$ cat src/amul_pkg.sv
`default_nettype none

package amul_pkg;

    localparam int OPERAND_W = 16;
    localparam int OPERAND_MSB = OPERAND_W - 1;
    localparam int PRODUCT_W = 2 * OPERAND_W;

    // Low multiplier bits whose rows are OR-compressed in pairs.
    localparam int APPROX_ROWS = 6;
    localparam int APPROX_PAIRS = APPROX_ROWS / 2;

    typedef logic signed [OPERAND_W-1:0] operand_t;
    typedef logic signed [PRODUCT_W-1:0] product_t;
    typedef logic [PRODUCT_W-1:0] err_t;
    typedef logic [31:0] count_t;
    typedef logic [2:0] wb_adr_t;
    typedef logic [31:0] wb_data_t;

    // Baugh-Wooley correction constants, a one at bit 16 and a one at bit 31.
    localparam product_t BW_CORRECTION = 32'h8001_0000;

    localparam wb_adr_t ADR_OPERANDS = 3'd0;
    localparam wb_adr_t ADR_RESULT = 3'd1;
    localparam wb_adr_t ADR_EXACT = 3'd2;
    localparam wb_adr_t ADR_ERR_SUM = 3'd3;
    localparam wb_adr_t ADR_ERR_MAX = 3'd4;
    localparam wb_adr_t ADR_COUNT = 3'd5;
    localparam wb_adr_t ADR_CTRL = 3'd6;

    // Bit of the CTRL word that clears the statistics.
    localparam int CTRL_CLEAR_BIT = 0;

    typedef struct packed {
        logic     cyc;
        logic     stb;
        logic     we;
        wb_adr_t  adr;
        wb_data_t dat_w;
    } wb_req_t;

    typedef struct packed {
        logic     ack;
        wb_data_t dat_r;
    } wb_rsp_t;

endpackage

`default_nettype wire

$ cat src/amul_err_stats.sv
`default_nettype none

module amul_err_stats (
    input  wire logic               clk,
    input  wire logic               rst,
    input  wire amul_pkg::operand_t x,
    input  wire amul_pkg::operand_t y,
    input  wire amul_pkg::product_t approx,
    input  wire logic               sample,
    input  wire logic               clear,
    output amul_pkg::product_t      exact,
    output amul_pkg::err_t          err_sum,
    output amul_pkg::err_t          err_max,
    output amul_pkg::count_t        count
);

    amul_pkg::product_t             diff;
    amul_pkg::err_t                 abs_err;
    logic [amul_pkg::PRODUCT_W:0]   sum_ext;
    amul_pkg::err_t                 sum_next;

    // Both operands are signed, so they are sign-extended to the product width.
    assign exact = x * y;

    assign diff = exact - approx;

    // The most negative difference maps to its true magnitude as an unsigned word.
    assign abs_err = diff[amul_pkg::PRODUCT_W-1] ? -diff : diff;

    assign sum_ext = {1'b0, err_sum} + {1'b0, abs_err};

    // The sum sticks at all ones once it overflows.
    assign sum_next = sum_ext[amul_pkg::PRODUCT_W] ? '1 : sum_ext[amul_pkg::PRODUCT_W-1:0];

    always_ff @(posedge clk) begin
        if (rst || clear) begin
            err_sum <= '0;
            err_max <= '0;
            count   <= '0;
        end else if (sample) begin
            err_sum <= sum_next;
            if (abs_err > err_max) begin
                err_max <= abs_err;
            end
            // count wraps, no saturation here
            count <= count + amul_pkg::count_t'(1);
        end
    end

endmodule

`default_nettype wire

$ cat config.mk
export PLATFORM = sky130hd
export DESIGN_NAME = amul_err_stats
export DESIGN_NICKNAME = d
export VERILOG_FILES = /design/src/amul_pkg.sv /design/src/amul_err_stats.sv
export SDC_FILE = /design/constraint.sdc
export NUM_CORES = 1
export LEC_CHECK = 0
export BUFFER_PORTS_ARGS = -buffer_cell sky130_fd_sc_hd__buf_2
export CAP_MARGIN = 30
export CORE_ASPECT_RATIO = 1.75
export CORE_MARGIN = 2
export CORE_UTILIZATION = 45
export CTS_BUF_LIST = sky130_fd_sc_hd__clkbuf_16
export CTS_CLUSTER_DIAMETER = 150
export CTS_CLUSTER_SIZE = 8
export DETAILED_ROUTE_END_ITERATION = 12
export GPL_ROUTABILITY_DRIVEN = 0
export HOLD_SLACK_MARGIN = 0.03
export PLACE_DENSITY = 0.68
export SLEW_MARGIN = 10
export SYNTH_ARGS = -nofsm -noshare
export SYNTH_HDL_FRONTEND = slang
export SYNTH_SLANG_ARGS = --single-unit
$ cat constraint.sdc
create_clock -name clk -period 12.45 [get_ports clk]
set_input_delay 0.6225 -clock clk [delete_from_list [all_inputs] [get_ports clk]]
set_output_delay 0.6225 -clock clk [all_outputs]
set_load 0.01 [all_outputs]
==> summary.txt, run 1 <==
CTS max path bufs = 2
Reg clk slew, reported paths = 0.08 ns
Type of origin of the critical path = primary input
Initial antenna violation count = 0
Critical Path Sink = err_sum[29]
CTS tree = yes
Worst Path Arrival = 12.06 ns
Fmax = 0.0848 GHz
Final setup margin = 0.657 ns
Worst min-delay path category = reg -> reg
Min cycle time layout = 11.79 ns
Setup slack, reg-to-reg = 9.01 ns
Final #Nets = 2996
Endpoints failing setup = 0
Hold depth = 2
Initial DRC count = 1001
Most used cell, CP = fa_1
Starting Density = 0.454
GR Util All Layers = 0.242
I/O pin cnt = 196
Final Skew = 0.00898 ns
Worst flop-to-flop path startpoint = err_sum[1]
Die area = 44400 um2
Worst-margin pin slew = 0.843 ns
Worst Path Max Fanout = 16
# DRC = 0
Pre-CTS WS = -0.385 ns
Layout cells sized above 1 = 0.111
Max-slew violations = 0
Htree depth = 3
Total of max-cap violations = 0
Die Span Y = 277 um
P&R area growth vs syn = 10.1%
Crit Path Category = in -> reg
Clock latency on the worst-skew pair = 0.37 ns
CTS Buf Count = 9
Unique masters post-synth = 80
Final hold violations = 0
Status = finished, final reports clean
PortBufs = 195
Asr flop ratio synth = 0
Grt total ovfl = 0
Die Wd = 160 um
Vias/cell = 5.56
TritonCTS Sinks = 96
Fin crit share = 0.947
Largest net degree at the start of global routing = 75
Synthesized area per cell = 8.19 um2
Number of flops mapped to enable cells by yosys = 0
Drt total wl = 54000 um
Finished Core Util = 0.500
Routed vias = 17000
Sequential area share after synthesis = 0.100
Worst Setup SP = y[1]
Worst reg2reg endpoint = err_sum[29]
Detailed placement HPWL = 46400 um
RSZ-0062 raised after global routing = false
YS warnings = 0
N_diodes = 0
Number of global-route vias before repair = 17300
Placed cell count = 3034
Syn Inst Count = 2344
Core area = 42300 um2
Net Count, Synth = 2855
Rel. slew slack = 0.435
Post-Syn Area = 19200 um2
Num rows = 100
DR WL/cell = 17.7 um
TritonRoute pass-1 iters = 5
Global-route wire length before repair = 87000 um
Finished Layout Cells = 3051
CP max-delay cell = or4b_2
Worst Path Required = 12.71 ns
Antenna-violating nets left = 0
Reg2Reg Depth = 11
CP Capture Type = flip-flop
Clock root buffer = clkbuf_16
Synth Register Bits = 96
Slowest cell delay on critical path = 0.72 ns
Final TNS setup = 0 ns
Synth Flop Type = dfxtp_1
-- registers in the layout, summed over array words and instances, names as in the netlist --
| signal | flops |
|---|---|
| count | 32 |
| err_max | 32 |
| err_sum | 32 |
-- critical path, delay by kind of cell --
| family | cells | cell delay [ns] |
|---|---|---|
| AO/OA/AOI/OAI | 15 | 3.38 |
| XOR/XNOR | 3 | 0.62 |
| adder cells (fa/ha/maj) | 9 | 4.02 |
| buffers and inverters | 7 | 0.85 |
| multiplexers | 1 | 0.34 |
| AND/OR/NAND/NOR | 8 | 2.23 |
-- worst min-delay path by stage --
| stage | startpoint | endpoint | slack, ns |
|---|---|---|---|
| after CTS | count[20] | count[20] | 0.50 |
| after floorplan | err_max[11] | err_max[11] | 0.51 |
| after detailed placement | count[20] | count[20] | 0.49 |
| after global placement | count[18] | count[18] | 0.47 |
| after global routing | err_max[3] | err_max[3] | 0.53 |
| final | count[10] | count[10] | 0.50 |
-- synth_stat cells, types with 4 or more instances --
cell type,count,area [um2]
a311o_1,5,50.1
a21boi_0,7,52.6
nand2b_1,18,113
a211oi_1,19,143
o21a_1,30,225
a21o_1,46,345
o221ai_1,5,43.8
inv_1,393,1480
nor2_1,131,492
nor4_1,7,43.8
a2111oi_0,5,43.8
o211ai_1,15,113
o221a_2,4,45.0
o21ai_0,88,440
xor2_1,53,464
nand2_1,227,852
mux2i_1,4,40.0
ha_1,179,2240
nand3b_1,6,45.0
and3_1,10,62.6
nand4_1,24,150
o21bai_1,11,82.6
o2111a_1,5,56.3
or2_2,14,87.6
o31a_1,4,35.0
or4_1,11,82.6
o2111ai_1,12,105
and4_1,10,87.6
nor2b_1,15,93.8
and2_1,123,769
or3_1,24,150
nand3_1,73,365
buf_2,4,20.0
o211a_1,8,80.1
xnor2_1,76,666
a21oi_1,105,526
fa_1,264,5290
a31oi_1,10,62.6
a211o_1,21,184
clkbuf_1,79,297
nor3_1,50,250
dfxtp_1,96,1920
-- layout make-up --
type | count | area [um2]
clock buffers | 9 | 225
clock inverters | 7 | 61.3
fillers | 4142 | 21200
inverters | 394 | 1480
multi-input cells | 1767 | 15600
flip-flops and latches | 96 | 1920
well taps | 561 | 702
repair buffers | 217 | 1180
-- repair_timing --
| action | 4_1_cts | 5_1_grt |
|---|---|---|
| pin swaps | 0 | 1 |
| hold buffers | 0 | 0 |
| gates resized for setup | 1 | 16 |
| buffers inserted | 0 | 1 |
| cloned | 0 | 0 |
| hold endpoints to repair | 0 | 0 |
| setup endpoints to repair | 1 | 64 |
-- per-layer routing --
metal / track usage / share of wire
met1: 0.254 / 0.36
met2: 0.482 / 0.56
met3: 0.0226 / 0.041
met4: 0.0996 / 0.038
met5: 0 / 0
-- per-stage QoR --
step	instance area [um2]	hold WS (ns)
after global routing	21100	0.534
after floorplan	19200	0.505
after CTS	21100	0.502
after global placement	20700	0.473
final	21100	0.501
after detailed placement	20800	0.492
-- layout by cell type, fill, tap and decap left out, drive strengths merged, types with 15 or more instances in the layout --
cell | synthesis | routed
inv | 394 | 399
fa | 264 | 264
nand2 | 227 | 227
buf | 8 | 216
ha | 179 | 179
nor2 | 131 | 131
and2 | 123 | 123
a21oi | 105 | 105
dfxtp | 96 | 96
o21ai | 89 | 89
xnor2 | 76 | 76
nand3 | 73 | 73
xor2 | 53 | 53
nor3 | 50 | 50
a21o | 46 | 46
o21a | 30 | 30
or3 | 24 | 24
nand4 | 24 | 24
a211o | 21 | 21
a211oi | 20 | 20
nand2b | 18 | 18
nor2b | 15 | 15
o211ai | 15 | 15
-- cells by family after synthesis --
family | after synthesis | synth area share
xor+xnor | 129 | 0.0588
flops | 96 | 0.100
simple gates | 760 | 0.201
mux | 4 | 0.00209
fa+ha+maj | 443 | 0.392
compound gates | 431 | 0.152
buf+inv | 481 | 0.0947
Power of run 1 is not shown: default switching activity piles up to over one toggle a cycle in this logic, so the estimate is an artifact.
==> run 2: changes to the inputs <==
--- a/config.mk
+++ b/config.mk
@@ -17,6 +17,7 @@
 export GPL_ROUTABILITY_DRIVEN = 0
 export HOLD_SLACK_MARGIN = 0.03
 export PLACE_DENSITY = 0.68
+export RECOVER_POWER = 50
 export SLEW_MARGIN = 10
 export SYNTH_ARGS = -nofsm -noshare
 export SYNTH_HDL_FRONTEND = slang
==> summary.txt, run 2 (synthesized netlist as in run 1, its figures left out) <==
Finished Core Util = 0.497 (-0.00290)
DR WL/cell = 17.8 um (+0.48%)
Most frequent cells in the layout = 393 x inv_1, 261 x fa_1, 227 x nand2_1
Fmax = 0.0845 GHz (-0.30%)
Reg2Reg Depth = 11 (unchanged)
Core area = 42300 um2 (unchanged)
Global-route wire length before repair = 87000 um (unchanged)
Worst hold path endpoint = count[10]
Max-slew violations = 41 (+41)
CP max-delay cell = or4b_2
Final TNS setup = 0 ns (unchanged)
Initial DRC count = 1058 (+5.7%)
GR Util met2 = 0.482 (unchanged)
Fillers = 4192 (+1.2%)
Layout cells sized above 1 = 0.0719 (-0.0394)
Worst-case hold slack = 0.503 ns (+0.00294 ns)
RSZ-0062 raised after global routing = false
Clock root buffer = clkbuf_16
# DRC = 0 (unchanged)
Worst-margin pin slew = 1.68 ns (+0.834 ns)
Setup slack, reg-to-reg = 9.01 ns (about the same)
I/O pin cnt = 196 (unchanged)
Largest net degree at the start of global routing = 75 (unchanged)
TritonCTS Sinks = 96 (unchanged)
Largest regs = count x32, err_max x32, err_sum x32
Worst reg2reg endpoint = err_sum[29]
CP Capture Type = flip-flop
Worst hold path startpoint = count[10]
GR Util All Layers = 0.242 (unchanged)
Placed cell count = 3034 (unchanged)
Crit Path Category = in -> reg
Clock latency on the worst-skew pair = 0.37 ns (about the same)
Detailed placement HPWL = 46400 um (unchanged)
Fin crit share = 0.950 (+0.00282)
N_diodes = 0 (unchanged)
Global route hottest layer = met2
Die Wd = 160 um (unchanged)
Worst flop-to-flop path startpoint = err_sum[1]
Type of origin of the critical path = primary input
Drt total wl = 54200 um (+0.48%)
Commonest non-fill, non-tap cell in the layout = inv_1
Number of global-route vias before repair = 17300 (unchanged)
Most used cell, CP = fa_1
Final hold violations = 0 (unchanged)
Status = finished with violations
Die area = 44400 um2 (unchanged)
Die Span Y = 277 um (unchanged)
CTS max path bufs = 2 (unchanged)
PortBufs = 195 (unchanged)
Routing usage on met3 = 0.0226 (unchanged)
Grt total ovfl = 0 (unchanged)
Num rows = 100 (unchanged)
Reg clk slew, reported paths = 0.08 ns (about the same)
M1 GR Usage = 0.254 (unchanged)
Starting Density = 0.454 (unchanged)
Routed vias = 16900 (-0.22%)
Final Skew = 0.00909 ns (+0.000108 ns)
Vias/cell = 5.54 (-0.22%)
Worst Path Arrival = 12.09 ns (+0.03 ns)
Rel. slew slack = -0.118 (-0.552)
Antenna-violating nets left = 0 (unchanged)
Total of max-cap violations = 1 (+1)
Worst min-delay path category = reg -> reg
Hold depth = 2 (unchanged)
Finished Layout Cells = 3051 (unchanged)
CTS tree = yes
Min cycle time layout = 11.83 ns (+0.0351 ns)
Worst Path Max Fanout = 16 (unchanged)
CTS Buf Count = 9 (unchanged)
Initial antenna violation count = 0 (unchanged)
Failing checks = capacitance limit, slew limit
Worst Path Required = 12.72 ns (about the same)
Htree depth = 3 (unchanged)
Endpoints failing setup = 0 (unchanged)
Final #Nets = 2996 (unchanged)
P&R area growth vs syn = 9.41%
Hold_buf cts = 0 (unchanged)
Slowest cell delay on critical path = 0.72 ns (about the same)
TritonRoute pass-1 iters = 5 (unchanged)
run 2: cell count changes in the layout (fill, tap and decap cells not counted), sizes merged:
cell / delta
buf: -98
clkbuf: +98
run 2: timing repair:
item	CTS	global route
buffers inserted	0	1
gates resized for setup	1	16
endpoints found under the hold margin	0	0
endpoints found under the setup margin	1	64
pin swaps	0	1
run 2: through the flow:
| stage | worst slack [ns] | instance area [um2] |
|---|---|---|
| 5_1_grt | 0.0157 | 21000 |
| 4_1_cts | 0.129 | 21100 |
| 3_5_place_dp | -0.385 | 20800 |
| 3_3_place_gp | -0.204 | 20700 |
| 2_1_floorplan | 0.839 | 19200 |
| 6_report | 0.622 | 21000 |
run 2: final cells by class:
| class | count | area, um2 | share of cell area |
|---|---|---|---|
| Clock inverter | 7 | 61.3 | 0.00292 |
| Sequential cell | 96 | 1920 | 0.0915 |
| Timing Repair Buffer | 217 | 1060 | 0.0504 |
| Inverter | 394 | 1480 | 0.0704 |
| Multi-Input combinational cell | 1767 | 15600 | 0.741 |
| Tap cell | 561 | 702 | 0.0334 |
| Clock buffer | 9 | 225 | 0.0107 |
run 2: worst max-delay path by stage:
| stage | start | end | depth (start not counted) |
|---|---|---|---|
| global route | x[11] | err_sum[29] | 44 |
| CTS | y[1] | err_sum[29] | 42 |
| detailed placement | y[1] | err_sum[29] | 42 |
| finish | y[1] | err_sum[29] | 43 |
| global placement | y[1] | err_sum[29] | 42 |
| floorplan | x[15] | err_sum[29] | 44 |
run 2: critical path: cells and delay by family:
kind	cells	cell delay [ns]
adder cells (fa/ha/maj)	9	4.02
XOR/XNOR	3	0.63
buffers and inverters	7	0.86
AO/OA/AOI/OAI	15	3.40
AND/OR/NAND/NOR	8	2.23
multiplexers	1	0.34
run 2: layer usage:
metal  share of wire  vias to the layer above
li1                -                     8004
met1            0.37                     8298
met2            0.56                      491
met3           0.038                      124
met4           0.037                        0
met5               0                        -
Power of run 2 is left out for the same reason.
