File: src/amul_pkg.sv
`default_nettype none

package amul_pkg;

    localparam int OPERAND_W = 16;
    localparam int OPERAND_MSB = OPERAND_W - 1;
    localparam int PRODUCT_W = 2 * OPERAND_W;

    // Low multiplier bits whose rows are OR-compressed in pairs.
    localparam int APPROX_ROWS = 6;
    localparam int APPROX_PAIRS = APPROX_ROWS / 2;

    typedef logic signed [OPERAND_W-1:0] operand_t;
    typedef logic signed [PRODUCT_W-1:0] product_t;
    typedef logic [PRODUCT_W-1:0] err_t;
    typedef logic [31:0] count_t;
    typedef logic [2:0] wb_adr_t;
    typedef logic [31:0] wb_data_t;

    // Baugh-Wooley correction constants, a one at bit 16 and a one at bit 31.
    localparam product_t BW_CORRECTION = 32'h8001_0000;

    localparam wb_adr_t ADR_OPERANDS = 3'd0;
    localparam wb_adr_t ADR_RESULT = 3'd1;
    localparam wb_adr_t ADR_EXACT = 3'd2;
    localparam wb_adr_t ADR_ERR_SUM = 3'd3;
    localparam wb_adr_t ADR_ERR_MAX = 3'd4;
    localparam wb_adr_t ADR_COUNT = 3'd5;
    localparam wb_adr_t ADR_CTRL = 3'd6;

    // Bit of the CTRL word that clears the statistics.
    localparam int CTRL_CLEAR_BIT = 0;

    typedef struct packed {
        logic     cyc;
        logic     stb;
        logic     we;
        wb_adr_t  adr;
        wb_data_t dat_w;
    } wb_req_t;

    typedef struct packed {
        logic     ack;
        wb_data_t dat_r;
    } wb_rsp_t;

endpackage

`default_nettype wire

File: src/amul_regs.sv
`default_nettype none

module amul_regs (
    input  wire logic               clk,
    input  wire logic               rst,
    input  wire amul_pkg::wb_req_t  wb_req,
    output amul_pkg::wb_rsp_t       wb_rsp,
    input  wire amul_pkg::product_t approx,
    input  wire amul_pkg::product_t exact,
    input  wire amul_pkg::err_t     err_sum,
    input  wire amul_pkg::err_t     err_max,
    input  wire amul_pkg::count_t   count,
    output amul_pkg::operand_t      x,
    output amul_pkg::operand_t      y,
    output logic                    sample,
    output logic                    clear
);

    logic               ack;
    logic               access;
    logic               wr_ack;
    logic               wr_operands;
    logic               wr_clear;
    amul_pkg::wb_data_t rd_data;

    // A new access is one that is not already being acknowledged.
    assign access = wb_req.cyc & wb_req.stb & ~ack;

    // Writes commit on the edge that ends the ack cycle.
    assign wr_ack = ack & wb_req.cyc & wb_req.stb & wb_req.we;

    assign wr_operands = wr_ack && (wb_req.adr == amul_pkg::ADR_OPERANDS);
    assign wr_clear = wr_ack && (wb_req.adr == amul_pkg::ADR_CTRL)
                      && wb_req.dat_w[amul_pkg::CTRL_CLEAR_BIT];

    always_ff @(posedge clk) begin
        if (rst) begin
            ack    <= 1'b0;
            sample <= 1'b0;
            clear  <= 1'b0;
        end else begin
            ack    <= access;
            sample <= wr_operands;
            clear  <= wr_clear;
        end
    end

    // The x operand sits in the low half of the word and y in the high half.
    always_ff @(posedge clk) begin
        if (rst) begin
            x <= '0;
            y <= '0;
        end else if (wr_operands) begin
            {y, x} <= wb_req.dat_w;
        end
    end

    // Read data is taken from the live values during the ack cycle, so the
    // statistics updated by a previous sample pulse are already visible.
    always_comb begin
        case (wb_req.adr)
            amul_pkg::ADR_OPERANDS: begin
                rd_data = {y, x};
            end
            amul_pkg::ADR_RESULT: begin
                rd_data = approx;
            end
            amul_pkg::ADR_EXACT: begin
                rd_data = exact;
            end
            amul_pkg::ADR_ERR_SUM: begin
                rd_data = err_sum;
            end
            amul_pkg::ADR_ERR_MAX: begin
                rd_data = err_max;
            end
            amul_pkg::ADR_COUNT: begin
                rd_data = count;
            end
            default: begin
                // CTRL and the unmapped address read as zero.
                rd_data = '0;
            end
        endcase
    end

    assign wb_rsp = '{ack: ack, dat_r: rd_data};

endmodule

`default_nettype wire

File: config.mk
export PLATFORM = sky130hd
export DESIGN_NAME = amul_regs
export DESIGN_NICKNAME = d
export VERILOG_FILES = /design/src/amul_pkg.sv /design/src/amul_regs.sv
export SDC_FILE = /design/constraint.sdc
export NUM_CORES = 1
export LEC_CHECK = 0
export ABC_CLOCK_PERIOD_IN_PS = 3480
export BUFFER_PORTS_ARGS = -buffer_cell sky130_fd_sc_hd__buf_2
export CAP_MARGIN = 15
export CORE_AREA = 2 2 103 105
export DETAILED_ROUTE_END_ITERATION = 10
export DIE_AREA = 0 0 105 107
export PLACE_DENSITY = 0.67
export SYNTH_ARGS = -nofsm -noshare
export SYNTH_HDL_FRONTEND = slang
export SYNTH_SLANG_ARGS = --single-unit
File: constraint.sdc
create_clock -name clk -period 3.48 [get_ports clk]
set_input_delay 0.174 -clock clk [delete_from_list [all_inputs] [get_ports clk]]
set_output_delay 0.174 -clock clk [all_outputs]
set_load 0.05 [all_outputs]
==> impl_metrics.env, run 1 <==
export IMPL_avgSynthCellArea_um2=8.60
export IMPL_die_h_um=107
export IMPL_combinationalPowerShare_pct=39.9
export IMPL_overflow=0
export IMPL_swShare_pct=36.1
export IMPL_switching_power_uw=459
export IMPL_synth_ff_type="dfxtp_1"
export IMPL_nets=814
export IMPL_place_area_um2=4520
export IMPL_grt_pass1_wl_um=19400
export IMPL_grt_usage_pct=21.9
export IMPL_wl_per_cell_um=17.4
export IMPL_start_kind="input port"
export IMPL_io_pins=267
export IMPL_tns_ns=0
export IMPL_status="finished clean"
export IMPL_drv_cap=0
export IMPL_num_vias=3853
export IMPL_cts_made_buffers=5
export IMPL_routed_wirelength_um=13100
export IMPL_p_int_uw=812
export IMPL_syn_cell_area_um2=3200
export IMPL_cp_arrival_ns=2.17
export IMPL_rsz0062_at_grt="no"
export IMPL_multi_input_area_um2=2250
export IMPL_final_max_slew_viol_count=0
export IMPL_max_slew_margin_rel_pct=32.2
export IMPL_syn_to_final_growth_pct=44.6
export IMPL_cts_resized=0
export IMPL_die_w_um=105
export IMPL_clockRootBuffer="clkbuf_8"
export IMPL_synth_edff_count=0
export IMPL_p_clk_share_pct=28.5
export IMPL_path_class="input port to primary output"
export IMPL_p_leak_nw=2.29
export IMPL_final_seq_area_um2=701
export IMPL_final_util_pct=45.8
export IMPL_whs_ns=0.112
export IMPL_setup_viol=0
export IMPL_place_gp_congestion=0.992
export IMPL_ys_types=33
export IMPL_holdCritPathClass="input port to flip-flop"
export IMPL_irDropWorstVdd_uv=143
export IMPL_r2r_start="ack"
export IMPL_power_density_nw_per_um2=275
export IMPL_final_area_um2=4620
export IMPL_grt_max_degree=77
export IMPL_hold_viol=0
export IMPL_fill_cells=1035
export IMPL_ctsHoldBuffers=0
export IMPL_synth_seq_area_share_pct=21.9
export IMPL_cts_tree="done"
export IMPL_worstHoldStart="wb_req[37]"
export IMPL_row_count=37
export IMPL_first_pass_iters=4
export IMPL_grt_pass1_vias=3859
export IMPL_insertion_delay_ns=0.30
export IMPL_clk_pin_slew_ns=0.07
export IMPL_initial_core_util_pct=31.7
export IMPL_drive_gt1_share_pct=48.5
export IMPL_dr_first_iter_drc_count=220
export IMPL_drc=0
export IMPL_power_total_mw=1.27
export IMPL_clock_sinks=35
export IMPL_syn_nets=572
export IMPL_syn_inst=372
export IMPL_async_flop_share_pct=0
export IMPL_cts_setup_buffers=0
export IMPL_drtAntennaViolNets=0
export IMPL_crit_start="wb_req[32]"
export IMPL_die_area_um2=11200
export IMPL_max_freq_mhz=426
export IMPL_layout_min_cycle_time_ns=2.35
export IMPL_hpwl_um=10200
export IMPL_cts_path_max_buffers=2
export IMPL_synth_seq_cells=35
export IMPL_htree_levels=2
export IMPL_end_kind="primary output"
export IMPL_cp_data_required_time_ns=3.31
export IMPL_power_frac_seq_pct=31.6
export IMPL_antenna_found_initial=1
export IMPL_worst_slew_pin_slew_ns=1.02
export IMPL_routed_via_density=5.13
export IMPL_synth_warnings=0
export IMPL_coreArea_um2=10100
export IMPL_fin_skew_ns=0.00344
export IMPL_buffer_ports_inserted=266
export IMPL_finalCritPeriodShare_pct=67.5
export IMPL_path_max_fanout=76
[metal layers]
metal | track usage, % | vias to the layer above | part of all wire (%)
met2 | 40.4 | 223 | 50
met3 | 3.89 | 29 | 7.1
met4 | 9.43 | 0 | 3.3
met5 | 0 | - | 0
met1 | 24.6 | 1756 | 40
li1 | - | 1845 | -
[per-stage QoR]
step / std cells / setup slack [ns]
final: 751 / 1.13
after global routing: 751 / 1.02
after CTS: 750 / 1.15
after detailed placement: 743 / 1.15
after global placement: 743 / 1.20
after floorplan: 372 / 1.43
[cell type report]
type | count | area share [%]
Multi-Input combinational cell | 297 | 48.7
Timing Repair Buffer | 273 | 30.0
Sequential cell | 35 | 15.2
Tap cell | 136 | 3.68
Clock buffer | 6 | 1.57
Clock inverter | 1 | 0.650
Inverter | 2 | 0.162
Antenna cell | 1 | 0.0541
[cells in the mapped netlist (6+ instances only)]
| library cell | count | area (um^2) |
|---|---|---|
| nand2_1 | 14 | 52.6 |
| nand2b_1 | 66 | 413 |
| mux2i_1 | 79 | 791 |
| dfxtp_1 | 35 | 701 |
| o21ai_0 | 15 | 75.1 |
| a21oi_1 | 11 | 55.1 |
| buf_6 | 7 | 78.8 |
| mux2_2 | 14 | 158 |
| a311o_1 | 6 | 60.1 |
| a221o_1 | 14 | 140 |
| a211oi_1 | 6 | 45.0 |
| clkbuf_1 | 10 | 37.5 |
| nand3_1 | 18 | 90.1 |
| nor2_1 | 22 | 82.6 |
| buf_4 | 6 | 45.0 |
| buf_2 | 15 | 75.1 |
| a221oi_1 | 6 | 52.6 |
[final timing paths]
kind | slack, ns | endpoint | depth (start not counted)
worst max register to register | 1.85 | x[5] | 4
worst min-delay path | 0.11 | ack | 3
worst max-delay path | 1.13 | wb_rsp[0] | 6
worst min register to register | 0.45 | ack | 1
[worst max-delay path: stages]
cell      delay (ns)
buf_4           0.75
buf_4           0.35
mux2_2          0.35
a21oi_1         0.16
o221ai_1        0.13
buf_2           0.23
[cells by family (layout without fill, tap and decap cells)]
family	after synthesis	in the layout	synth area share, %
and+or+nand+nor	132	132	23.2
buffers and inverters	40	282	7.63
AOI/OAI and AO/OA	69	69	15.9
other	0	1	0
muxes	96	96	31.4
DFF	35	35	21.9
[layout by cell type (no fill, tap or decap), types with 4 or more instances in the layout]
cell type,n
mux2_2,14
a311o_1,6
a211oi_1,6
buf_2,265
nand2_1,14
dfxtp_1,35
o21ai_0,15
a221oi_1,6
a221o_1,14
mux2i_1,79
o221ai_1,4
and3b_1,4
nand2b_1,66
buf_4,8
a21oi_1,11
a31oi_1,5
nor2_1,22
clkbuf_8,5
nand3_1,18
[flip-flops by register name, summed over array words and instances, names as in the netlist]
register / cells
x: 16
sample: 1
clear: 1
y: 16
ack: 1
[power by group through the flow]
stage / sequential, mW / clock [mW] / combinational (mW)
2_1_floorplan: 0.412 / 0 / 0.322
3_3_place_gp: 0.411 / 0 / 0.501
3_5_place_dp: 0.411 / 0 / 0.506
4_1_cts: 0.402 / 0.375 / 0.508
5_1_grt: 0.402 / 0.390 / 0.539
6_report: 0.402 / 0.363 / 0.507
Power figures use the tool's default switching activity.
==> inputs of run 2 (changes only) <==
==> config.mk (replaced) <==
export PLATFORM = sky130hd
export DESIGN_NAME = amul_regs
export DESIGN_NICKNAME = d
export VERILOG_FILES = /design/src/amul_pkg.sv /design/src/amul_regs.sv
export SDC_FILE = /design/constraint.sdc
export NUM_CORES = 1
export LEC_CHECK = 0
export ABC_CLOCK_PERIOD_IN_PS = 2180
export BUFFER_PORTS_ARGS = -buffer_cell sky130_fd_sc_hd__buf_2
export CAP_MARGIN = 15
export CORE_AREA = 2 2 104 106
export DETAILED_ROUTE_END_ITERATION = 10
export DIE_AREA = 0 0 106 108
export PLACE_DENSITY = 0.66
export SYNTH_ARGS = -nofsm -noshare
export SYNTH_HDL_FRONTEND = slang
export SYNTH_SLANG_ARGS = --single-unit
==> constraint.sdc (replaced) <==
create_clock -name clk -period 2.18 [get_ports clk]
set_input_delay 0.109 -clock clk [delete_from_list [all_inputs] [get_ports clk]]
set_output_delay 0.109 -clock clk [all_outputs]
set_load 0.05 [all_outputs]
==> run 2 against run 1 <==
  * Non-clock buffer count increased by 3
  * Utilization decreased by 0.35 points
  * Sequential share of layout area decreased by 0.090 points
  * Flip-flop and latch count unchanged
  * Hold slack got worse by 0.053 ns
  * Cell area increased by 0.60%
  * Die area increased by 1.9%
  * Worst setup slack got worse by 0.84 ns
  * Critical path type unchanged
  * Highest routed layer unchanged
  * Clock-buffer cell count unchanged
  * Critical endpoint is now wb_rsp[9]
  * Global-route usage decreased by 1.1 points
==> impl_metrics.env, run 2 (same netlist as run 1, synthesis figures left out) <==
export IMPL_path_class="input port to primary output"
export IMPL_coreArea_um2=10200
export IMPL_critPathSlowestCell="buf_4"
export IMPL_r2r_start="ack"
export IMPL_drc=0
export IMPL_cts_setup_buffers=0
export IMPL_reg_largest_list="x: 16 flops, y: 16 flops"
export IMPL_cp_data_required_time_ns=2.07
export IMPL_cts_tree="done"
export IMPL_fin_skew_ns=0.00848
export IMPL_finalCritPeriodShare_pct=86.6
export IMPL_swShare_pct=37.1
export IMPL_final_area_um2=4650
export IMPL_diodes=0
export IMPL_cp_arrival_ns=1.78
export IMPL_ff2ff_path_depth=4
export IMPL_initial_core_util_pct=31.3
export IMPL_tns_ns=0
export IMPL_final_max_slew_viol_count=0
export IMPL_dr_first_iter_drc_count=336
export IMPL_cts_made_buffers=5
export IMPL_path_max_fanout=44
export IMPL_nets=817
export IMPL_setup_viol=0
export IMPL_num_vias=3819
export IMPL_whs_ns=0.0589
export IMPL_hpwl_um=10600
export IMPL_syn_to_final_growth_pct=45.4
export IMPL_max_freq_mhz=530
export IMPL_grt_max_degree=68
export IMPL_r2r_end="x[8]"
export IMPL_p_leak_nw=2.31
export IMPL_worstHoldStart="wb_req[37]"
export IMPL_place_area_um2=4570
export IMPL_drv_cap=0
export IMPL_place_ws_ns=0.316
export IMPL_max_slew_margin_rel_pct=47.0
export IMPL_drive_gt1_share_pct=48.9
export IMPL_rsz0062_at_grt="no"
export IMPL_crit_start="wb_req[32]"
export IMPL_antenna_found_initial=0
export IMPL_routed_via_density=5.06
export IMPL_start_kind="input port"
export IMPL_layout_min_cycle_time_ns=1.89
export IMPL_io_pins=267
export IMPL_p_int_mw=1.19
export IMPL_clk_pin_slew_ns=0.07
export IMPL_grt_pass1_wl_um=18800
export IMPL_power_frac_seq_pct=34.0
export IMPL_irDropWorstVdd_uv=314
export IMPL_combinationalPowerShare_pct=42.5
export IMPL_switching_power_uw=701
export IMPL_cts_path_max_buffers=2
export IMPL_overflow=0
export IMPL_holdCritPathClass="input port to flip-flop"
export IMPL_final_common_cell="buf_2"
export IMPL_cp_cell_sequence="buf_4, buf_4, mux2i_1, nor2_1, a221o_1, buf_2"
export IMPL_die_area_um2=11400
export IMPL_end_kind="primary output"
export IMPL_regToRegSetupSlack_ns=0.76
export IMPL_p_clk_share_pct=23.5
export IMPL_die_w_um=106
export IMPL_grt_pass1_vias=3563
export IMPL_row_count=37
export IMPL_final_util_pct=45.5
export IMPL_place_gp_congestion=0.912
export IMPL_wl_per_cell_um=17.4
export IMPL_routed_wirelength_um=13100
export IMPL_first_pass_iters=5
export IMPL_drtAntennaViolNets=0
export IMPL_clockRootBuffer="clkbuf_8"
export IMPL_power_density_nw_per_um2=406
export IMPL_endpoint="wb_rsp[9]"
export IMPL_layout_common_cells="265 x buf_2, 79 x mux2i_1, 66 x nand2b_1, 35 x dfxtp_1, 22 x nor2_1"
export IMPL_die_h_um=108
export IMPL_ctsHoldBuffers=0
export IMPL_grt_usage_pct=20.8
export IMPL_clock_sinks=35
export IMPL_buffer_ports_inserted=266
export IMPL_cts_resized=0
export IMPL_hold_viol=0
export IMPL_status="finished clean"
export IMPL_htree_levels=2
export IMPL_insertion_delay_ns=0.28
export IMPL_layout_setup_ws_ns=0.292
export IMPL_crit_path_max_incr_delay_ns=0.48
export IMPL_worst_slew_pin_slew_ns=0.795
export IMPL_crit_top_cell="buf_4"
## run 2: changes by cell type in the layout (fill, tap and decap cells not counted)
cell | previous run | this run
clkinv_2 | 0 | 1
buf_12 | 0 | 2
clkinvlp_4 | 0 | 1
bufinv_16 | 1 | 0
diode_2 | 1 | 0
buf_4 | 8 | 9
## run 2: power by group through the flow
stage	sequential [mW]	combinational [mW]	clock, mW
global route	0.642	0.854	0.485
CTS	0.642	0.801	0.468
floorplan	0.658	0.513	0
finish	0.642	0.802	0.445
detailed placement	0.656	0.798	0
global placement	0.656	0.788	0
## run 2: area by class of cell
cell class              instances  area (um^2)
fillers                      1045         5580
multi-input cells             297         2250
repair buffers                276         1430
flip-flops and latches         35          701
well taps                     136          170
clock buffers                   6         72.6
clock inverters                 2         12.5
inverters                       2         7.51
## run 2: per-layer routing
layer / GRT usage, % / share of wire, % / up-vias
met3: 3.32 / 7.1 / 14
met1: 28.9 / 44 / 1770
met2: 33.5 / 47 / 181
met5: 0 / 0 / -
li1: - / - / 1854
met4: 5.73 / 1.5 / 0
## run 2: worst max-delay path: cells and delay by family
family / cells / cell delay (ns)
buffers and inverters: 3 / 1.06
AOI/OAI and AO/OA: 1 / 0.26
muxes: 1 / 0.25
and+or+nand+nor: 1 / 0.06
## run 2: through the flow
| stage | total power, mW | std cells |
|---|---|---|
| floorplan | 1.17 | 372 |
| global placement | 1.44 | 746 |
| detailed placement | 1.45 | 746 |
| CTS | 1.91 | 754 |
| global route | 1.98 | 754 |
| finish | 1.89 | 754 |
## run 2: worst min-delay path by stage
stage | end | slack (ns) | cells past startpoint
global route | ack | 0.06 | 3
finish | ack | 0.06 | 3
CTS | ack | 0.05 | 3
floorplan | ack | 0.23 | 2
global placement | ack | 0.35 | 3
detailed placement | ack | 0.35 | 3
