==> config.mk <==
export PLATFORM = sky130hd
export DESIGN_NAME = amul_array
export DESIGN_NICKNAME = d
export VERILOG_FILES = /design/src/amul_pkg.sv /design/src/amul_array.sv
export SDC_FILE = /design/constraint.sdc
export NUM_CORES = 1
export LEC_CHECK = 0
export ABC_AREA = 1
export ABC_CLOCK_PERIOD_IN_PS = 9600
export BUFFER_PORTS_ARGS = -buffer_cell sky130_fd_sc_hd__clkbuf_2
export CAP_MARGIN = 10
export CELL_PAD_IN_SITES_DETAIL_PLACEMENT = 1
export CELL_PAD_IN_SITES_GLOBAL_PLACEMENT = 2
export CORE_MARGIN = 2
export CORE_UTILIZATION = 40
export DETAILED_ROUTE_END_ITERATION = 10
export PLACE_DENSITY_LB_ADDON = 0.25
export RECOVER_POWER = 25
export SLEW_MARGIN = 20
export SYNTH_ARGS = -nofsm -noshare
export SYNTH_HDL_FRONTEND = slang
export SYNTH_SLANG_ARGS = --single-unit
==> constraint.sdc <==
create_clock -name vclk -period 9.6
set_input_delay 0 -clock vclk [all_inputs]
set_output_delay 0 -clock vclk [all_outputs]
set_load 0.01 [all_outputs]
==> src/amul_pkg.sv <==
`default_nettype none

package amul_pkg;

    localparam int OPERAND_W = 16;
    localparam int OPERAND_MSB = OPERAND_W - 1;
    localparam int PRODUCT_W = 2 * OPERAND_W;

    // Low multiplier bits whose rows are OR-compressed in pairs.
    localparam int APPROX_ROWS = 6;
    localparam int APPROX_PAIRS = APPROX_ROWS / 2;

    typedef logic signed [OPERAND_W-1:0] operand_t;
    typedef logic signed [PRODUCT_W-1:0] product_t;
    typedef logic [PRODUCT_W-1:0] err_t;
    typedef logic [31:0] count_t;
    typedef logic [2:0] wb_adr_t;
    typedef logic [31:0] wb_data_t;

    // Baugh-Wooley correction constants, a one at bit 16 and a one at bit 31.
    localparam product_t BW_CORRECTION = 32'h8001_0000;

    localparam wb_adr_t ADR_OPERANDS = 3'd0;
    localparam wb_adr_t ADR_RESULT = 3'd1;
    localparam wb_adr_t ADR_EXACT = 3'd2;
    localparam wb_adr_t ADR_ERR_SUM = 3'd3;
    localparam wb_adr_t ADR_ERR_MAX = 3'd4;
    localparam wb_adr_t ADR_COUNT = 3'd5;
    localparam wb_adr_t ADR_CTRL = 3'd6;

    // Bit of the CTRL word that clears the statistics.
    localparam int CTRL_CLEAR_BIT = 0;

    typedef struct packed {
        logic     cyc;
        logic     stb;
        logic     we;
        wb_adr_t  adr;
        wb_data_t dat_w;
    } wb_req_t;

    typedef struct packed {
        logic     ack;
        wb_data_t dat_r;
    } wb_rsp_t;

endpackage

`default_nettype wire

==> src/amul_array.sv <==
`default_nettype none

module amul_array (
    input  wire amul_pkg::operand_t x,
    input  wire amul_pkg::operand_t y,
    output amul_pkg::product_t      approx
);

    // One partial-product row per bit of x, before it is placed at its weight.
    logic [amul_pkg::OPERAND_W-1:0] row [amul_pkg::OPERAND_W];

    // The same rows shifted left by their index into the product width.
    amul_pkg::product_t term [amul_pkg::OPERAND_W];

    // OR of each low row pair, which stands in for a real addition.
    amul_pkg::product_t or_word [amul_pkg::APPROX_PAIRS];

    amul_pkg::product_t sum;

    for (genvar i = 0; i < amul_pkg::OPERAND_W; i++) begin : g_row
        if (i == amul_pkg::OPERAND_MSB) begin : g_sign_row
            // The sign bit of x has negative weight, so the magnitude bits of this
            // row are inverted while the product of the two sign bits stays positive.
            assign row[i] = {
                y[amul_pkg::OPERAND_MSB] & x[i],
                ~(y[amul_pkg::OPERAND_MSB-1:0] & {amul_pkg::OPERAND_MSB{x[i]}})
            };
        end else begin : g_plain_row
            // Only the y sign bit is inverted in an ordinary row.
            assign row[i] = {
                ~(y[amul_pkg::OPERAND_MSB] & x[i]),
                y[amul_pkg::OPERAND_MSB-1:0] & {amul_pkg::OPERAND_MSB{x[i]}}
            };
        end

        assign term[i] = {{amul_pkg::OPERAND_W{1'b0}}, row[i]} << i;
    end

    // Rows (0,1), (2,3) and (4,5) are merged with OR gates. Where both rows of
    // a pair have a one at the same weight the carry is lost, which is the
    // only source of error in this array.
    for (genvar p = 0; p < amul_pkg::APPROX_PAIRS; p++) begin : g_pair
        assign or_word[p] = term[2*p] | term[2*p+1];
    end

    // Exact addition of the compressed words, the upper rows and the
    // correction constants, modulo two to the product width.
    always_comb begin
        sum = amul_pkg::BW_CORRECTION;
        for (int p = 0; p < amul_pkg::APPROX_PAIRS; p++) begin
            sum = sum + or_word[p];
        end
        for (int i = amul_pkg::APPROX_ROWS; i < amul_pkg::OPERAND_W; i++) begin
            sum = sum + term[i];
        end
    end

    assign approx = sum;

endmodule

`default_nettype wire

==> results.rst, run 1 <==
.. list-table::
   :header-rows: 1

   * - Metric
     - Value
   * - Achievable Freq
     - 190 MHz
   * - Final ANT Viol Nets
     - 0
   * - Layout overhead on the synthesized area
     - 6.11%
   * - Largest net degree at the start of global routing
     - 17
   * - Vertical extent of the die
     - 143 um
   * - Commonest cells after routing, fill and taps aside
     - sky130_fd_sc_hd__nand2_1 (325), sky130_fd_sc_hd__inv_1 (312), sky130_fd_sc_hd__fa_1 (154), sky130_fd_sc_hd__ha_1 (104), sky130_fd_sc_hd__clkbuf_2 (56)
   * - Final-layout worst hold slack
     - 0.388 ns
   * - Count of cells along the worst hold path
     - 4
   * - Initial core utilization
     - 0.411
   * - Arrival time at the worst endpoint
     - 5.26 ns
   * - Final slew viol count
     - 0
   * - Fin crit share
     - 0.548
   * - Antenna violations before repair
     - 0
   * - Setup fix buffers added after clock tree synthesis
     - 0
   * - Remaining max-slew budget at the tightest pin
     - 0.465
   * - Endpoints failing hold
     - 0
   * - Filler cells
     - 2442
   * - Tot GR Track Use
     - 0.213
   * - Reg area
     - 0 um^2
   * - Layout clock buffers
     - 0
   * - DP Area
     - 8240 um^2
   * - Floorplan core area
     - 18900 um^2
   * - Unrepaired setup endpoints after global routing
     - false
   * - Resized Gates After CTS
     - 0
   * - Yosys warnings
     - 0
   * - Layout cells sized above 1
     - 0.0630
   * - Vias in the first global route
     - 7063
   * - Kind of end point of the critical path
     - primary output
   * - Top-level I/O count
     - 64
   * - Critical Path Source Type
     - input port
   * - Antenna diodes
     - 0
   * - Total non-filler cell area in the finished layout
     - 8230 um^2
   * - Iteration-0 DRC Markers
     - 187
   * - Synth Net Count
     - 1365
   * - Least-Margin Pin Slew
     - 0.802 ns
   * - Number of iterations in the first detailed-routing pass
     - 4
   * - Final Net Count
     - 1388
   * - Maximum fanout along the worst path
     - 11
   * - Path category of the worst min-delay check
     - input port to primary output
   * - Synthesized area per cell
     - 7.22 um^2
   * - Most common cell after layout, fill and taps aside
     - sky130_fd_sc_hd__nand2_1
   * - Global route overflow
     - 0
   * - WP data required
     - 9.60 ns
   * - Number of failing setup endpoints in the final timing report
     - 0
   * - Status
     - complete, no violations
   * - Row Count
     - 50
   * - DIE AREA
     - 20500 um^2
   * - Worst Path Class, Setup
     - input port to primary output
   * - Tmin final
     - 5.26 ns
   * - Register area share after synthesis
     - 0
   * - Global placement routability congestion
     - 0.842
   * - Mean number of vias per cell
     - 4.77
   * - Number of unique standard cell types used by synthesis
     - 24
   * - WL/cell
     - 15.4 um
   * - Count of vias placed by the detailed router
     - 6474
   * - Die Wd
     - 143 um
   * - Number of hold buffers added after cts
     - 0
   * - Post-detailed-routing wire length
     - 20900 um
   * - Port buffer count
     - 64
   * - Post-detailed-route DRC marker count
     - 0
   * - Cells after synthesis
     - 1075
   * - Max Cap Viol
     - 0
   * - Post-Syn Area
     - 7760 um^2
   * - Global-route wire length before repair
     - 34700 um
   * - Number of flip-flops and latches
     - 0
   * - HPWL after detailed placement
     - 18700 um
   * - Setup_tns
     - 0 ns
area by class of cell:
cell class	instances	area, um^2	share of cell area
tap	260	325	0.0395
timing repair buffer	64	310	0.0377
multi-input combinational	720	6430	0.781
inverter	312	1170	0.142
synthesized netlist by cell type (3+ instances only):
| cell | n | area [um^2] |
|---|---|---|
| sky130_fd_sc_hd__a21oi_1 | 14 | 70.1 |
| sky130_fd_sc_hd__clkbuf_1 | 42 | 158 |
| sky130_fd_sc_hd__fa_1 | 154 | 3080 |
| sky130_fd_sc_hd__ha_1 | 104 | 1300 |
| sky130_fd_sc_hd__inv_1 | 312 | 1170 |
| sky130_fd_sc_hd__nand2_1 | 325 | 1220 |
| sky130_fd_sc_hd__nand2_2 | 3 | 18.8 |
| sky130_fd_sc_hd__nand3_1 | 22 | 110 |
| sky130_fd_sc_hd__nand4_1 | 5 | 31.3 |
| sky130_fd_sc_hd__nor2_1 | 21 | 78.8 |
| sky130_fd_sc_hd__nor2_2 | 5 | 31.3 |
| sky130_fd_sc_hd__o22ai_1 | 42 | 263 |
| sky130_fd_sc_hd__xor2_1 | 12 | 105 |
layer usage:
metal	wire (um)	share of wire	up-vias	track usage
met4	323	0.015	0	0.0268
met5	0	0	-	0
met3	394	0.019	22	0.00604
li1	-	-	3169	-
met1	9230	0.44	3208	0.277
met2	11000	0.53	75	0.403
stage by stage:
step	util	instances	setup slack, ns
final	0.436	1356	4.34
after global routing	0.436	1356	4.02
after CTS	0.436	1356	4.33
after detailed placement	0.436	1356	4.34
after global placement	0.436	1356	4.45
after floorplan	-	1075	4.92
critical path: stages:
cell and delay, ns:
sky130_fd_sc_hd__clkbuf_2 0.25, sky130_fd_sc_hd__inv_1 0.19, sky130_fd_sc_hd__o22ai_1 0.25, sky130_fd_sc_hd__inv_1 0.09
sky130_fd_sc_hd__fa_1 0.57, sky130_fd_sc_hd__fa_1 0.45, sky130_fd_sc_hd__fa_1 0.51, sky130_fd_sc_hd__inv_1 0.05
sky130_fd_sc_hd__fa_1 0.43, sky130_fd_sc_hd__fa_1 0.54, sky130_fd_sc_hd__inv_1 0.06, sky130_fd_sc_hd__fa_1 0.48
sky130_fd_sc_hd__inv_1 0.04, sky130_fd_sc_hd__ha_1 0.36, sky130_fd_sc_hd__nand2_1 0.14, sky130_fd_sc_hd__nor2_2 0.20
sky130_fd_sc_hd__nand3_1 0.10, sky130_fd_sc_hd__nand3_1 0.13, sky130_fd_sc_hd__nand2_1 0.11, sky130_fd_sc_hd__nand2_1 0.07
sky130_fd_sc_hd__nand2_1 0.05, sky130_fd_sc_hd__nand2_1 0.05, sky130_fd_sc_hd__clkbuf_2 0.12
kinds of logic after synthesis:
group                      count (synthesis)  share of synthesized area
and+or+nand+nor                          389                      0.201
buffers and inverters                    355                      0.172
adders and majority gates                258                      0.565
AOI/OAI and AO/OA                         59                     0.0460
xor gates and xnor gates                  14                     0.0158
final timing paths:
path	startpoint	endpoint	slack, ns
max	y[12]	approx[25]	4.34
min	x[0]	approx[0]	0.39
Power of run 1 is not shown: default switching activity piles up to over one toggle a cycle in this logic, so the estimate is an artifact.
==> run 2: changes to the inputs <==
--- a/config.mk
+++ b/config.mk
@@ -5,14 +5,14 @@
 export SDC_FILE = /design/constraint.sdc
 export NUM_CORES = 1
 export LEC_CHECK = 0
-export ABC_AREA = 1
-export ABC_CLOCK_PERIOD_IN_PS = 9600
+export ABC_AREA = 0
+export ABC_CLOCK_PERIOD_IN_PS = 4600
 export BUFFER_PORTS_ARGS = -buffer_cell sky130_fd_sc_hd__clkbuf_2
 export CAP_MARGIN = 10
 export CELL_PAD_IN_SITES_DETAIL_PLACEMENT = 1
 export CELL_PAD_IN_SITES_GLOBAL_PLACEMENT = 2
 export CORE_MARGIN = 2
-export CORE_UTILIZATION = 40
+export CORE_UTILIZATION = 36
 export DETAILED_ROUTE_END_ITERATION = 10
 export PLACE_DENSITY_LB_ADDON = 0.25
 export RECOVER_POWER = 25
==> constraint.sdc (replaced) <==
create_clock -name vclk -period 4.6
set_input_delay 0 -clock vclk [all_inputs]
set_output_delay 0 -clock vclk [all_outputs]
set_load 0.01 [all_outputs]
==> results.rst, run 2 <==
.. list-table::
   :header-rows: 1

   * - Metric
     - Value
   * - Vias in the first global route
     - 7543
   * - Routed metal-1 wirelength
     - 9050 um
   * - Row Count
     - 51
   * - Max Cap Viol
     - 0
   * - Pre-CTS setup slack
     - -0.700 ns
   * - Maximum fanout along the worst path
     - 5
   * - Post-detailed-route DRC marker count
     - 0
   * - Met2 routed WL
     - 13800 um
   * - Antenna violations before repair
     - 0
   * - Post-Syn Area
     - 7160 um^2
   * - WL met3
     - 470 um
   * - Tmin final
     - 5.15 ns
   * - Global route overflow
     - 0
   * - Area of the multi-input gates
     - 7380 um^2
   * - HPWL after detailed placement
     - 19700 um
   * - Final ANT Viol Nets
     - 0
   * - Die Wd
     - 145 um
   * - Antenna diodes
     - 0
   * - Vertical extent of the die
     - 145 um
   * - Achievable Freq
     - 194 MHz
   * - Yosys warnings
     - 0
   * - Tot GR Track Use
     - 0.230
   * - Critical path buffers and inverters
     - 6
   * - Status
     - finished, violations left
   * - Highest metal layer with signal wires
     - met4
   * - Layout clock buffers
     - 0
   * - Least-Margin Pin Slew
     - 0.426 ns
   * - Most common cell after layout, fill and taps aside
     - sky130_fd_sc_hd__fa_1
   * - Iteration-0 DRC Markers
     - 160
   * - Cell chain of the critical path
     - clkbuf_16 -> a22o_1 -> fa_1 -> fa_1 -> fa_1 -> fa_1 -> fa_1 -> inv_1 -> fa_1 -> inv_2 -> ha_4 -> and3_4 -> buf_6 -> and3_4 -> nand4_1 -> a211oi_4 -> buf_4 -> nor2_2 -> xnor2_1 -> buf_2
   * - Violations in the final reports
     - setup timing
   * - Most frequent cell after synthesis
     - sky130_fd_sc_hd__fa_1
   * - Commonest cells after routing, fill and taps aside
     - sky130_fd_sc_hd__fa_1 (144), sky130_fd_sc_hd__buf_4 (135), sky130_fd_sc_hd__inv_1 (115), sky130_fd_sc_hd__nand2_1 (99), sky130_fd_sc_hd__ha_1 (75)
   * - Worst Path Class, Setup
     - input port to primary output
   * - Number of failing setup endpoints in the final timing report
     - 16
   * - Final Net Count
     - 1265
   * - Filler cells
     - 2197
   * - Port buffer count
     - 64
   * - Floorplan core area
     - 19500 um^2
   * - Cell type with the highest aggregate area in the netlist
     - sky130_fd_sc_hd__fa_1
   * - Critical Path Source Type
     - input port
   * - Count of vias placed by the detailed router
     - 6307
   * - Unrepaired setup endpoints after global routing
     - true
   * - Number of iterations in the first detailed-routing pass
     - 4
   * - Post-detailed-routing wire length
     - 23900 um
   * - Endpoints failing hold
     - 0
   * - Top-level I/O count
     - 64
   * - Cells after synthesis
     - 783
   * - Synthesized area per cell
     - 9.15 um^2
   * - Family of cells with the greatest summed delay on the critical path
     - adder cells
   * - DIE AREA
     - 21000 um^2
   * - Share of the synthesized area in the top cell type
     - 0.431
   * - WL/cell
     - 19.3 um
   * - Global-route wire length before repair
     - 39000 um
   * - Fin crit share
     - 1.12
   * - Standard cell with the maximum stage delay on the critical path
     - sky130_fd_sc_hd__fa_1
   * - Number of unique standard cell types used by synthesis
     - 44
   * - Number of flip-flops and latches
     - 0
   * - Register area share after synthesis
     - 0
   * - Ranking of synthesized cells by instance count
     - sky130_fd_sc_hd__fa_1 (154), sky130_fd_sc_hd__inv_1 (122), sky130_fd_sc_hd__nand2_1 (108), sky130_fd_sc_hd__ha_1 (104), sky130_fd_sc_hd__and2_1 (73)
   * - Final slew viol count
     - 0
   * - Kind of end point of the critical path
     - primary output
   * - Layout overhead on the synthesized area
     - 41.2%
   * - Layout cells sized above 1
     - 0.371
   * - Path category of the worst min-delay check
     - input port to primary output
   * - Reg area
     - 0 um^2
   * - Max stage delay on crit path
     - 0.52 ns
   * - Top cells by area, synth
     - sky130_fd_sc_hd__fa_1 (43%), sky130_fd_sc_hd__ha_1 (18%), sky130_fd_sc_hd__inv_1 (6.4%)
   * - Most frequent cell on the critical path
     - sky130_fd_sc_hd__fa_1
   * - Largest net degree at the start of global routing
     - 12
   * - Remaining max-slew budget at the tightest pin
     - 0.716
   * - WP data required
     - 4.60 ns
   * - Synth Net Count
     - 1073
   * - Mean number of vias per cell
     - 5.09
   * - Arrival time at the worst endpoint
     - 5.15 ns
   * - Global placement routability congestion
     - 0.847
   * - Final critical-path setup slack
     - -0.554 ns
   * - Initial core utilization
     - 0.368
==> run 2: cell count changes after synthesis, moves of 8 or more <==
cell | previous run | this run
sky130_fd_sc_hd__o21ai_0 | 0 | 8
sky130_fd_sc_hd__a22o_1 | 0 | 19
sky130_fd_sc_hd__a22oi_1 | 0 | 23
sky130_fd_sc_hd__and2_1 | 0 | 73
sky130_fd_sc_hd__xnor2_1 | 2 | 13
sky130_fd_sc_hd__nand3_1 | 22 | 6
sky130_fd_sc_hd__nand2_1 | 325 | 108
sky130_fd_sc_hd__inv_1 | 312 | 122
sky130_fd_sc_hd__o22ai_1 | 42 | 0
sky130_fd_sc_hd__a21o_1 | 0 | 12
==> run 2: worst paths after layout <==
check | endpoint | startpoint | cells after the start | slack (ns)
setup / recovery | approx[26] | x[4] | 20 | -0.55
hold / removal | approx[1] | y[1] | 5 | 0.66
==> run 2: cell type report <==
type	count	area share
multi-input combinational	617	0.730
timing repair buffer	234	0.192
inverter	122	0.0453
tap	265	0.0328
==> run 2: metal layers <==
| metal | up-vias | GRT usage |
|---|---|---|
| li1 | 2892 | - |
| met1 | 3302 | 0.266 |
| met2 | 83 | 0.468 |
| met3 | 30 | 0.00881 |
| met4 | 0 | 0.0446 |
| met5 | - | 0 |
==> run 2: kinds of logic (layout without fill, tap and decap cells) <==
| kind of cell | count (synthesis) | in the layout | synth area share |
|---|---|---|---|
| AO/OA/AOI/OAI | 109 | 109 | 0.113 |
| adder cells (fa/ha/maj) | 258 | 258 | 0.612 |
| XOR/XNOR | 20 | 20 | 0.0245 |
| AND/OR/NAND/NOR | 227 | 227 | 0.158 |
| buffers and inverters | 166 | 356 | 0.0881 |
| multiplexers | 3 | 3 | 0.00419 |
==> run 2: what timing repair did <==
action	in CTS	in global routing
hold buffers	0	0
gates resized for setup	161	67
pin swaps	69	31
setup buffers	28	7
setup endpoints to repair	19	19
==> run 2: per-stage QoR <==
stage / util / hold slack [ns] / TNS [ns] / instances / area, um^2
after global routing: 0.519 / 0.689 / -8.31 / 1238 / 10100
after floorplan: - / 0.151 / -0.538 / 783 / 7410
final: 0.519 / 0.655 / -5.18 / 1238 / 10100
after global placement: 0.452 / 0.577 / -7.36 / 1203 / 8790
after detailed placement: 0.452 / 0.584 / -8.45 / 1203 / 8790
after CTS: 0.506 / 0.682 / -4.96 / 1231 / 9840
Power of run 2 is left out for the same reason.
==> run 3: changes to the inputs <==
--- a/config.mk
+++ b/config.mk
@@ -14,9 +14,9 @@
 export CORE_MARGIN = 2
 export CORE_UTILIZATION = 36
 export DETAILED_ROUTE_END_ITERATION = 10
-export PLACE_DENSITY_LB_ADDON = 0.25
+export PLACE_DENSITY_LB_ADDON = 0.1
 export RECOVER_POWER = 25
-export SLEW_MARGIN = 20
+export SETUP_SLACK_MARGIN = 0.15
 export SYNTH_ARGS = -nofsm -noshare
 export SYNTH_HDL_FRONTEND = slang
 export SYNTH_SLANG_ARGS = --single-unit
==> results.rst, run 3 (synthesized netlist as in run 2, its figures left out) <==
.. list-table::
   :header-rows: 1

   * - Metric
     - Value
   * - Status
     - finished, violations left
   * - Violations in the final reports
     - setup timing
   * - Max Cap Viol
     - 0
   * - Row Count
     - 51
   * - Die Wd
     - 145 um
   * - Tmin final
     - 5.19 ns
   * - Final-layout worst hold slack
     - 0.579 ns
   * - Most common cell after layout, fill and taps aside
     - sky130_fd_sc_hd__fa_1
   * - Top-level I/O count
     - 64
   * - Antenna violations before repair
     - 0
   * - WP data required
     - 4.60 ns
   * - Iteration-0 DRC Markers
     - 181
   * - Worst Path Class, Setup
     - input port to primary output
   * - Reg area
     - 0 um^2
   * - Global-route wire length before repair
     - 37400 um
   * - Port buffer count
     - 64
   * - Path category of the worst min-delay check
     - input port to primary output
   * - Pre-CTS setup slack
     - -0.717 ns
   * - Remaining max-slew budget at the tightest pin
     - 0.613
   * - Vertical extent of the die
     - 145 um
   * - Antenna diodes
     - 0
   * - Final slew viol count
     - 0
   * - Endpoints failing hold
     - 0
   * - WL/cell
     - 18.4 um
   * - Post-detailed-route DRC marker count
     - 0
   * - Commonest cells after routing, fill and taps aside
     - sky130_fd_sc_hd__fa_1 (141), sky130_fd_sc_hd__buf_4 (118), sky130_fd_sc_hd__inv_1 (114), sky130_fd_sc_hd__nand2_1 (100), sky130_fd_sc_hd__ha_1 (85)
   * - Global placement routability congestion
     - 0.852
   * - DIE AREA
     - 21000 um^2
   * - Global route overflow
     - 0
   * - Filler cells
     - 2226
   * - Start point of the critical path
     - x[4]
   * - Maximum fanout along the worst path
     - 5
   * - Final critical-path setup slack
     - -0.591 ns
   * - Layout overhead on the synthesized area
     - 38.1%
   * - Mean number of vias per cell
     - 5.04
   * - Vias in the first global route
     - 7200
   * - Number of iterations in the first detailed-routing pass
     - 4
   * - Initial core utilization
     - 0.368
   * - Critical Path Source Type
     - input port
   * - Total non-filler cell area in the finished layout
     - 9890 um^2
   * - Achievable Freq
     - 193 MHz
   * - Number of hold buffers added after cts
     - 0
   * - DP Area
     - 8850 um^2
   * - Fin crit share
     - 1.13
   * - Least-Margin Pin Slew
     - 0.580 ns
   * - Number of flip-flops and latches
     - 0
   * - Floorplan core area
     - 19500 um^2
   * - Tot GR Track Use
     - 0.220
   * - Unrepaired setup endpoints after global routing
     - true
   * - Arrival time at the worst endpoint
     - 5.19 ns
   * - Kind of end point of the critical path
     - primary output
   * - Number of failing setup endpoints in the final timing report
     - 18
   * - Startpoint of the worst hold path
     - y[0]
   * - Final ANT Viol Nets
     - 0
   * - Layout cells sized above 1
     - 0.351
   * - Final Net Count
     - 1256
   * - Layout clock buffers
     - 0
   * - Post-detailed-routing wire length
     - 22600 um
   * - HPWL after detailed placement
     - 19600 um
   * - Largest net degree at the start of global routing
     - 16
   * - Count of vias placed by the detailed router
     - 6191
-- run 3: cell types whose count changed in the layout (fill, tap and decap cells not counted), moves of 4 or more --
cell,previous run,this run
sky130_fd_sc_hd__buf_2,20,12
sky130_fd_sc_hd__clkbuf_4,10,6
sky130_fd_sc_hd__buf_6,28,37
sky130_fd_sc_hd__clkbuf_2,18,32
sky130_fd_sc_hd__ha_1,75,85
sky130_fd_sc_hd__ha_4,28,19
sky130_fd_sc_hd__buf_4,135,118
-- run 3: what timing repair did --
action,4_1_cts,5_1_grt
endpoints found under the setup margin,20,20
pin swaps,62,14
buffers inserted,17,4
gates resized for setup,155,32
-- run 3: worst paths after layout --
| check | end | slack, ns | cells after the start |
|---|---|---|---|
| setup / recovery | approx[31] | -0.59 | 19 |
| hold / removal | approx[0] | 0.58 | 4 |
-- run 3: final cells by class --
type | count | area, um^2 | share of cell area
Inverter | 122 | 458 | 0.0463
Multi-Input combinational cell | 617 | 7240 | 0.732
Tap cell | 265 | 332 | 0.0335
Timing Repair Buffer | 225 | 1860 | 0.188
-- run 3: critical path: stages --
cell	delay, ns
sky130_fd_sc_hd__clkbuf_16	0.13
sky130_fd_sc_hd__a22o_1	0.23
sky130_fd_sc_hd__fa_1	0.47
sky130_fd_sc_hd__fa_1	0.54
sky130_fd_sc_hd__fa_1	0.43
sky130_fd_sc_hd__fa_1	0.49
sky130_fd_sc_hd__fa_1	0.55
sky130_fd_sc_hd__inv_1	0.06
sky130_fd_sc_hd__fa_1	0.49
sky130_fd_sc_hd__inv_2	0.05
sky130_fd_sc_hd__ha_4	0.22
sky130_fd_sc_hd__a21o_4	0.21
sky130_fd_sc_hd__a221oi_2	0.27
sky130_fd_sc_hd__and4b_1	0.25
sky130_fd_sc_hd__a311oi_2	0.22
sky130_fd_sc_hd__buf_4	0.19
sky130_fd_sc_hd__a221oi_2	0.07
sky130_fd_sc_hd__xnor2_1	0.17
sky130_fd_sc_hd__clkbuf_2	0.16
-- run 3: layer usage --
metal / vias up / part of all wire / track usage
met1: 3233 / 0.39 / 0.262
met2: 62 / 0.58 / 0.447
met5: - / 0 / 0
met4: 0 / 0.017 / 0.0292
li1: 2872 / - / -
met3: 24 / 0.011 / 0.00377
-- run 3: metrics by stage --
| step | instances | util | setup TNS, ns |
|---|---|---|---|
| floorplan | 783 | - | -0.551 |
| global placement | 1208 | 0.455 | -8.77 |
| detailed placement | 1208 | 0.455 | -9.90 |
| CTS | 1225 | 0.502 | -6.52 |
| global route | 1229 | 0.508 | -11.27 |
| finish | 1229 | 0.508 | -7.28 |
Power of run 3 is left out for the same reason.
